**config.mk**
```make
export PLATFORM = sky130hd
export DESIGN_NAME = cart_loader_top
export DESIGN_NICKNAME = d
export VERILOG_FILES = /design/src/snes_pkg.sv /design/src/dl_bus_if.sv /design/src/cart_loader_top.sv /design/src/cheat_code_asm.sv /design/src/download_router.sv /design/src/ram_clear_seq.sv /design/src/rom_header_detect.sv
export VERILOG_INCLUDE_DIRS = /design/src
export SDC_FILE = /design/constraint.sdc
export NUM_CORES = 1
export LEC_CHECK = 0
export ABC_CLOCK_PERIOD_IN_PS = 3000
export BUFFER_PORTS_ARGS = -buffer_cell sky130_fd_sc_hd__buf_2
export CORE_UTILIZATION = 49
export CTS_BUF_LIST = sky130_fd_sc_hd__clkbuf_16
export DETAILED_ROUTE_END_ITERATION = 6
export GPL_ROUTABILITY_DRIVEN = 0
export PLACE_DENSITY = 0.8
export RECOVER_POWER = 25
export SLEW_MARGIN = 40
export SYNTH_ARGS = -nofsm -noshare
export SYNTH_HDL_FRONTEND = slang
export SYNTH_SLANG_ARGS = --single-unit
```
**constraint.sdc**
```tcl
create_clock -name clk_sys -period 3 [get_ports clk_sys]
set_input_delay 0.45 -clock clk_sys [delete_from_list [all_inputs] [get_ports clk_sys]]
set_output_delay 0.45 -clock clk_sys [all_outputs]
set_load 0.01 [all_outputs]
```
**src/snes_cfg.svh**
```systemverilog
//====================
// Cartridge loader constants
//====================
`ifndef SNES_CFG_SVH
`define SNES_CFG_SVH

// Download channel indexes
`define DL_IDX_CART 6'h01
`define DL_IDX_SPC  6'h04
`define DL_IDX_CODE 8'hFF

// Copier header in front of the ROM image
`define HDR_COPIER_OFS 25'h200

// ROM-size word per layout with the RAM-size word two bytes higher
`define HDR_LO_SIZE_ADDR (25'h7FD6 + `HDR_COPIER_OFS)
`define HDR_HI_SIZE_ADDR (25'hFFD6 + `HDR_COPIER_OFS)
`define HDR_EX_SIZE_ADDR (25'h40FFD6 + `HDR_COPIER_OFS)

`define HDR_DEF_ROM_SIZE 4'hC

// Work RAM / sound RAM clear sweep
`define CLR_ADDR_BITS 18
`define FILL_66 8'h66
`define FILL_99 8'h99
`define FILL_55 8'h55
`define FILL_FF 8'hFF
`define FILL_00 8'h00

`endif

```
**src/snes_pkg.sv**
```systemverilog
//====================
// Cartridge loader types
//====================
`default_nettype none

package snes_pkg;

	// ROM header detection mode
	typedef enum logic [2:0] {
		AUTO        = 3'd0,
		LOROM_NOHDR = 3'd1,
		LOROM       = 3'd2,
		HIROM       = 3'd3,
		EXHIROM     = 3'd4
	} hdr_mode_e;

	// Power-on RAM contents
	typedef enum logic [1:0] {
		SNES2_9966 = 2'd0,
		SNES1_00FF = 2'd1,
		SD2_55     = 2'd2,
		ALL_FF     = 2'd3
	} fill_pat_e;

	// Flags in the lowest word so the word view indexes by download offset
	typedef union packed {
		logic [7:0][15:0] words;
		struct packed {
			logic [31:0] repl;
			logic [31:0] cmp;
			logic [31:0] addr;
			logic [31:0] flags;
		} f;
	} cheat_rec_u;

endpackage

`default_nettype wire

```
**src/dl_bus_if.sv**
```systemverilog
//====================
// Decoded download bus
//====================
`timescale 1ns/1ps
`default_nettype none

interface dl_bus_if;
	logic [24:0] addr;
	logic [15:0] data;
	logic        wr;
	// Download kinds
	logic        cart_dl;
	logic        code_dl;
	logic        spc_dl;
	// Cartridge download edges
	logic        cart_start;
	logic        cart_end;

	modport router (output addr, data, wr, cart_dl, code_dl, spc_dl, cart_start, cart_end);

	modport sink (input addr, data, wr, cart_dl, code_dl, spc_dl, cart_start, cart_end);
endinterface

`default_nettype wire

```
**src/cart_loader_top.sv**
```systemverilog
//====================
// Cartridge loader
//====================
`timescale 1ns/1ps
`default_nettype none

`include "snes_cfg.svh"

module cart_loader_top
	import snes_pkg::*;
(
	input  logic                      clk_sys,
	input  logic                      RESET,
	input  logic                      dl_download,
	input  logic [7:0]                dl_index,
	input  logic [24:0]               dl_addr,
	input  logic [15:0]               dl_data,
	input  logic                      dl_wr,
	input  logic [2:0]                hdr_mode,
	input  logic [1:0]                region_opt,
	input  logic [1:0]                wram_pat,
	input  logic [1:0]                aram_pat,
	output logic                      core_reset,
	output logic [7:0]                rom_type,
	output logic [23:0]               rom_mask,
	output logic [23:0]               ram_mask,
	output logic [3:0]                ram_size_code,
	output logic                      pal,
	output logic                      clear_busy,
	output logic                      clear_we,
	output logic [`CLR_ADDR_BITS-1:0] clear_addr,
	output logic [7:0]                wram_fill,
	output logic [7:0]                aram_fill,
	output logic [31:0]               code_flags,
	output logic [31:0]               code_addr,
	output logic [31:0]               code_cmp,
	output logic [31:0]               code_repl,
	output logic                      code_valid,
	output logic                      code_reset
);

	cheat_rec_u code;

	dl_bus_if i_dl_bus ();

	download_router i_download_router (
		.clk_sys(clk_sys), .RESET(RESET), .dl_download(dl_download), .dl_index(dl_index),
		.dl_addr(dl_addr), .dl_data(dl_data), .dl_wr(dl_wr), .clear_busy(clear_busy),
		.bus(i_dl_bus.router), .core_reset(core_reset)
	);

	rom_header_detect i_rom_header_detect (
		.clk_sys(clk_sys), .RESET(RESET), .bus(i_dl_bus.sink),
		.hdr_mode(hdr_mode_e'(hdr_mode)), .region_opt(region_opt), .rom_type(rom_type),
		.rom_size_code(), .ram_size_code(ram_size_code), .rom_mask(rom_mask),
		.ram_mask(ram_mask), .pal(pal)
	);

	ram_clear_seq i_ram_clear_seq (
		.clk_sys(clk_sys), .RESET(RESET), .bus(i_dl_bus.sink),
		.wram_pat(fill_pat_e'(wram_pat)), .aram_pat(fill_pat_e'(aram_pat)),
		.clear_busy(clear_busy), .clear_we(clear_we), .clear_addr(clear_addr),
		.wram_fill(wram_fill), .aram_fill(aram_fill)
	);

	cheat_code_asm i_cheat_code_asm (
		.clk_sys(clk_sys), .RESET(RESET), .bus(i_dl_bus.sink), .code(code),
		.code_valid(code_valid), .code_reset(code_reset)
	);

	// Field view of the assembled record
	assign code_flags = code.f.flags;
	assign code_addr  = code.f.addr;
	assign code_cmp   = code.f.cmp;
	assign code_repl  = code.f.repl;

endmodule

`default_nettype wire

```
**src/cheat_code_asm.sv**
```systemverilog
//====================
// Cheat record assembly
//====================
`timescale 1ns/1ps
`default_nettype none

module cheat_code_asm
	import snes_pkg::*;
(
	input  logic       clk_sys,
	input  logic       RESET,
	dl_bus_if.sink     bus,
	output cheat_rec_u code,
	output logic       code_valid,
	output logic       code_reset
);

	logic code_wr;

	assign code_wr = bus.code_dl & bus.wr;

	// Strobes
	always_ff @(posedge clk_sys) begin
		if (RESET) begin
			code_valid <= 1'b0;
			code_reset <= 1'b0;
		end else begin
			// Replace high word closes the record
			code_valid <= code_wr && bus.addr[3:0] == 4'd14;
			code_reset <= (code_wr && bus.addr == 25'd0) || bus.cart_dl;
		end
	end

	// Old codes do not survive a new cartridge
	always_ff @(posedge clk_sys) begin
		if (bus.cart_end)
			code <= '0;
		else if (code_wr)
			code.words[bus.addr[3:1]] <= bus.data;
	end

endmodule

`default_nettype wire

```
**src/download_router.sv**
```systemverilog
//====================
// Download channel decode
//====================
`timescale 1ns/1ps
`default_nettype none

`include "snes_cfg.svh"

module download_router (
	input  logic        clk_sys,
	input  logic        RESET,
	input  logic        dl_download,
	input  logic [7:0]  dl_index,
	input  logic [24:0] dl_addr,
	input  logic [15:0] dl_data,
	input  logic        dl_wr,
	input  logic        clear_busy,
	dl_bus_if.router    bus,
	output logic        core_reset
);

	logic cart_dl;
	logic spc_dl;
	logic cart_dl_q;

	// An all-zero index is also a cartridge
	assign cart_dl = dl_download & ((dl_index[5:0] == `DL_IDX_CART) | (dl_index == 8'h00));
	assign spc_dl  = dl_download & (dl_index[5:0] == `DL_IDX_SPC);

	assign bus.cart_dl = cart_dl;
	assign bus.spc_dl  = spc_dl;
	assign bus.code_dl = dl_download & (dl_index == `DL_IDX_CODE);
	assign bus.addr    = dl_addr;
	assign bus.data    = dl_data;
	assign bus.wr      = dl_wr;

	// Edges against the previous cartridge level
	assign bus.cart_start = cart_dl & ~cart_dl_q;
	assign bus.cart_end   = ~cart_dl & cart_dl_q;

	always_ff @(posedge clk_sys) begin
		if (RESET) begin
			cart_dl_q  <= 1'b0;
			core_reset <= 1'b1;
		end else begin
			cart_dl_q <= cart_dl;
			// Console core waits for loading and clearing to finish
			core_reset <= cart_dl | spc_dl | clear_busy;
		end
	end

endmodule

`default_nettype wire

```
**src/ram_clear_seq.sv**
```systemverilog
//====================
// Work and sound RAM clear
//====================
`timescale 1ns/1ps
`default_nettype none

`include "snes_cfg.svh"

module ram_clear_seq
	import snes_pkg::*;
(
	input  logic                      clk_sys,
	input  logic                      RESET,
	dl_bus_if.sink                    bus,
	input  fill_pat_e                 wram_pat,
	input  fill_pat_e                 aram_pat,
	output logic                      clear_busy,
	output logic                      clear_we,
	output logic [`CLR_ADDR_BITS-1:0] clear_addr,
	output logic [7:0]                wram_fill,
	output logic [7:0]                aram_fill
);

	logic [`CLR_ADDR_BITS-1:0] addr_nxt;

	function automatic logic [7:0] fill_byte(input fill_pat_e pat,
		input logic [`CLR_ADDR_BITS-1:0] a);
		case (pat)
			SNES2_9966: fill_byte = (a[8] ^ a[2]) ? `FILL_66 : `FILL_99;
			SNES1_00FF: fill_byte = (a[9] ^ a[0]) ? `FILL_FF : `FILL_00;
			SD2_55:     fill_byte = `FILL_55;
			default:    fill_byte = `FILL_FF;
		endcase
	endfunction

	// Address steps on the second cycle of each pair
	always_comb begin
		addr_nxt = clear_addr;
		if (bus.cart_start)
			addr_nxt = '0;
		else if (clear_busy && !clear_we)
			addr_nxt = clear_addr + 1'b1;
	end

	always_ff @(posedge clk_sys) begin
		if (RESET) begin
			clear_busy <= 1'b0;
			clear_we   <= 1'b0;
			clear_addr <= '0;
		end else begin
			clear_addr <= addr_nxt;
			if (bus.cart_start) begin
				clear_busy <= 1'b1;
				clear_we   <= 1'b1;
			end else if (clear_busy) begin
				clear_we <= ~clear_we & ~(&clear_addr);
				if (!clear_we && &clear_addr)
					clear_busy <= 1'b0;
			end
		end
	end

	// Fill bytes line up with the registered address
	always_ff @(posedge clk_sys) begin
		wram_fill <= fill_byte(wram_pat, addr_nxt);
		aram_fill <= fill_byte(aram_pat, addr_nxt);
	end

endmodule

`default_nettype wire

```
**src/rom_header_detect.sv**
```systemverilog
//====================
// ROM header detection
//====================
`timescale 1ns/1ps
`default_nettype none

`include "snes_cfg.svh"

module rom_header_detect
	import snes_pkg::*;
(
	input  logic        clk_sys,
	input  logic        RESET,
	dl_bus_if.sink      bus,
	input  hdr_mode_e   hdr_mode,
	input  logic [1:0]  region_opt,
	output logic [7:0]  rom_type,
	output logic [3:0]  rom_size_code,
	output logic [3:0]  ram_size_code,
	output logic [23:0] rom_mask,
	output logic [23:0] ram_mask,
	output logic        pal
);

	logic [24:0] size_addr;
	logic        size_en;
	logic        hdr_wr;
	logic        region_q;

	assign hdr_wr = bus.cart_dl & bus.wr;

	// Size word location of the forced layouts
	always_comb begin
		size_en   = 1'b1;
		size_addr = '0;
		case (hdr_mode)
			LOROM:   size_addr = `HDR_LO_SIZE_ADDR;
			HIROM:   size_addr = `HDR_HI_SIZE_ADDR;
			EXHIROM: size_addr = `HDR_EX_SIZE_ADDR;
			default: size_en = 1'b0;
		endcase
	end

	always_ff @(posedge clk_sys) begin
		if (RESET) begin
			rom_type      <= 8'h00;
			rom_size_code <= `HDR_DEF_ROM_SIZE;
			ram_size_code <= 4'h0;
			region_q      <= 1'b0;
			pal           <= 1'b0;
		end else begin
			if (hdr_wr && bus.addr == 25'd0) begin
				rom_size_code <= `HDR_DEF_ROM_SIZE;
				ram_size_code <= 4'h0;
				// Loader puts the size byte in front of the image
				if (hdr_mode == AUTO && bus.data[7:0] != 8'h00)
					{ram_size_code, rom_size_code} <= bus.data[7:0];
				case (hdr_mode)
					LOROM_NOHDR, LOROM: rom_type <= 8'd0;
					HIROM:              rom_type <= 8'd1;
					EXHIROM:            rom_type <= 8'd2;
					default:            rom_type <= bus.data[15:8];
				endcase
			end
			if (hdr_wr && bus.addr == 25'd2)
				region_q <= bus.data[8];
			if (hdr_wr && size_en && bus.addr == size_addr)
				rom_size_code <= bus.data[11:8];
			if (hdr_wr && size_en && bus.addr == size_addr + 25'd2)
				ram_size_code <= bus.data[3:0];

			// Video region is held for the whole download
			if (!bus.cart_dl)
				pal <= (region_opt == 2'd0) ? region_q : region_opt[1];
		end
	end

	assign rom_mask = (24'd1024 << rom_size_code) - 24'd1;
	assign ram_mask = (ram_size_code == 4'h0) ? 24'd0 : (24'd1024 << ram_size_code) - 24'd1;

endmodule

`default_nettype wire

```
==> key figures <==
Outcome
  • Outcome: finished clean

Finish
  • Final #Nets: 1225
  • FILL cells: 1417
  • Fin cells: 1385
  • Area delta synth->final: 23.0%
  • Sequential Area: 3560 um^2
  • Multi-input logic area: 3660 um^2
  • Layout cell share with drive strength beyond 1: 21.4%

Floorplan
  • Die Ht: 128 um
  • Core area: 15300 um^2
  • Die W: 128 um
  • Rows: 45
  • Die area: 16300 um^2
  • # IOs: 290
  • Initial Util: 50.6%

Yosys
  • Number of synthesized flops with an enable pin: 0
  • Syn Std Cell Area: 7750 um^2
  • YS warnings: 0
  • Number of synthesized register bits: 178
  • Number of library cell types mapped by synthesis: 60
  • Synth top area share: 46.0%
  • Largest cells by area after synthesis: dfxtp_1, nand3_1, a21oi_1
  • Post-synth ARST share: 0%
  • Sequential area share after synthesis: 46.0%
  • Top cell type by total area after synthesis: dfxtp_1
  • Top cells by count, synth: dfxtp_1, nand2_1, nand3_1, a21oi_1, nor2_1
  • Main synth FF type: dfxtp_1
  • Gate Count Post-Synth: 941
  • Most numerous cell in the Yosys netlist: dfxtp_1
  • Post-Syn Area per Cell: 8.24 um^2

Setup path
  • Largest delay share family, worst path: simple AND/OR/NAND/NOR gates
  • Critical path buffer and inverter count: 2
  • Worst-path fanout max: 7
  • Critical path startpoint category: flop
  • CP Class: flop to primary output
  • WP data required: 2550 ps
  • Crit path capture type: primary output
  • Critical path arrival: 2360 ps
  • Slowest-stage cell, CP: or3b_2
  • Worst path cell trace: clkinvlp_4, nand2_1, or3b_2, ha_2, and2_1, o21ai_1, a21oi_1, a31o_2, buf_2
  • CP max stage delay: 440 ps

Job
  • Max_cap viols: 0

Clock tree
  • Clock-pin transition on the worst setup and hold timing paths: 70 ps
  • Root buf cell: clkbuf_16
  • TritonCTS Buffers: 17
  • H-tree levels: 4
  • CTS Hold Bufs: 0
  • Sink Count: 178
  • Clk_lat worst skew: 420 ps
  • CTS tree: built
  • Clock buffer depth: 2

STA
  • Least-Margin Pin Slew: 775 ps
  • Final Cycle Share: 93.6%
  • Final slew viol count: 0
  • Upper clock frequency limit: 356 MHz
  • Count of final hold-check violations: 0
  • Fin crit period: 2810 ps
  • Final setup violation count: 0
  • WHS: 234 ps
  • Setup TNS: 0 ps
  • Worst Clk Skew: 6.24 ps
  • Relative max-transition margin: 47.9%
  • RSZ-0062 raised after global routing: false
  • Setup ws final: 191 ps

Global route
  • GRT Overall Usage: 28.6%
  • First-pass GRT wire length: 36000 um
  • Largest net degree at the start of global routing: 44
  • Initial antenna violation count: 3
  • Vias in the first global route: 6743
  • GRT overflow: 0

Detailed routing
  • First DRT Iteration DRCs: 555
  • Drt wl/cell: 17.0 um
  • Via/cell ratio: 5.39
  • DRC viols: 0
  • Via count: 7467
  • Post-DRT Antenna Nets: 0
  • First-pass iteration count of the detailed router: 5
  • Drt total wl: 23500 um

Placement
  • Dpl hpwl: 16200 um
  • Buffers on Ports: 279
  • Placed cell count: 1351
  • Pre-CTS setup slack: 470 ps

Power
  • Pwr/cell area: 503 nW/um^2
  • Overall Power: 4.79 mW
  • Seq pwr share: 49.8%
  • Combinational share of power: 5.2%
  • Net Sw Frac: 24.4%
  • Total internal power: 3.62 mW
  • Sw power: 1.17 mW
  • Clock power share: 45.0%
  • Max IR drop VDD: 365 uV
  • Leak: 4.19 nW

Worst hold path
  • Hold crit path type: input port to flop
-- metal layers --
layer  track usage [%]  wire length [um]  up-vias
li1                  -                 -     3628
met1              35.1              9490     3476
met2              47.6             11300      322
met3              8.97              2160       39
met4              9.62               556        2
met5                 0                10        -
-- worst paths after layout --
check | slack, ps | endpoint | cells past startpoint | from
setup / recovery | 190 | rom_mask[20] | 9 | i_rom_header_detect.rom_size_code[3]
hold / removal | 230 | i_cheat_code_asm.code_valid | 2 | dl_addr[0]
hold reg to reg | 450 | i_rom_header_detect.rom_type[4] | 2 | i_rom_header_detect.rom_type[4]
setup reg to reg | 1130 | i_ram_clear_seq.wram_fill[6] | 6 | i_ram_clear_seq.clear_addr[0]
-- through the flow --
stage / utilization (%) / instance area, um^2
detailed placement: 59.3 / 9080
global route: 62.2 / 9530
finish: 62.2 / 9530
global placement: 59.3 / 9080
CTS: 63.0 / 9650
floorplan: - / 7780
-- worst register-to-register path: cells and delay by family (launching register included) --
family | cells | cell delay, ps
XOR/XNOR | 1 | 170
AO/OA/AOI/OAI | 2 | 540
flip-flops | 1 | 460
adder cells (fa/ha/maj) | 1 | 270
AND/OR/NAND/NOR | 2 | 310
-- registers in the layout, summed over array words and instances, names as in the netlist, 4 cells and up --
| name | cells |
|---|---|
| i_cheat_code_asm.code | 128 |
| i_ram_clear_seq.clear_addr | 18 |
| i_rom_header_detect.ram_size_code | 4 |
| i_ram_clear_seq.wram_fill | 4 |
| i_ram_clear_seq.aram_fill | 4 |
| i_rom_header_detect.rom_size_code | 4 |
| i_rom_header_detect.rom_type | 8 |
-- cell families (layout without fill, tap and decap cells) --
family | Yosys count | count (layout) | share of synthesized area [%]
fa+ha+maj | 3 | 3 | 0.484
flops | 178 | 178 | 46.0
compound gates | 154 | 154 | 11.1
simple gates | 423 | 423 | 26.8
buf+inv | 116 | 339 | 7.26
other cells | 1 | 11 | 0.0484
mux | 42 | 42 | 5.44
xor+xnor | 24 | 24 | 2.89
-- repair_timing --
action,CTS,global route
buffers inserted,0,1
endpoints found under the setup margin,0,1
resized for setup,0,4
-- layout by cell type, fill, tap and decap left out, types with 17 or more instances in the layout --
cell type,count
a21oi_1,107
buf_2,182
clkbuf_1,97
clkbuf_16,17
dfxtp_1,177
mux2i_1,41
nand2_1,124
nand3_1,109
nor2_1,100
o21ai_0,18
-- cell type report --
class | count | share of cell area, %
Antenna cell | 1 | 0.0263
Tap cell | 211 | 2.77
Inverter | 12 | 0.512
Multi-Input combinational cell | 656 | 38.4
Clock buffer | 17 | 4.46
Clock inverter | 15 | 1.50
Timing Repair Buffer | 295 | 14.9
Sequential cell | 178 | 37.4
-- power by group through the flow --
stage / sequential, mW / clock (mW) / combinational (mW)
after floorplan: 2.45 / 0 / 0.139
after global placement: 2.44 / 0 / 0.251
after detailed placement: 2.44 / 0 / 0.253
after CTS: 2.39 / 2.19 / 0.254
after global routing: 2.39 / 2.29 / 0.269
final: 2.39 / 2.16 / 0.250
Note: power is estimated with default switching activity, not from simulation.
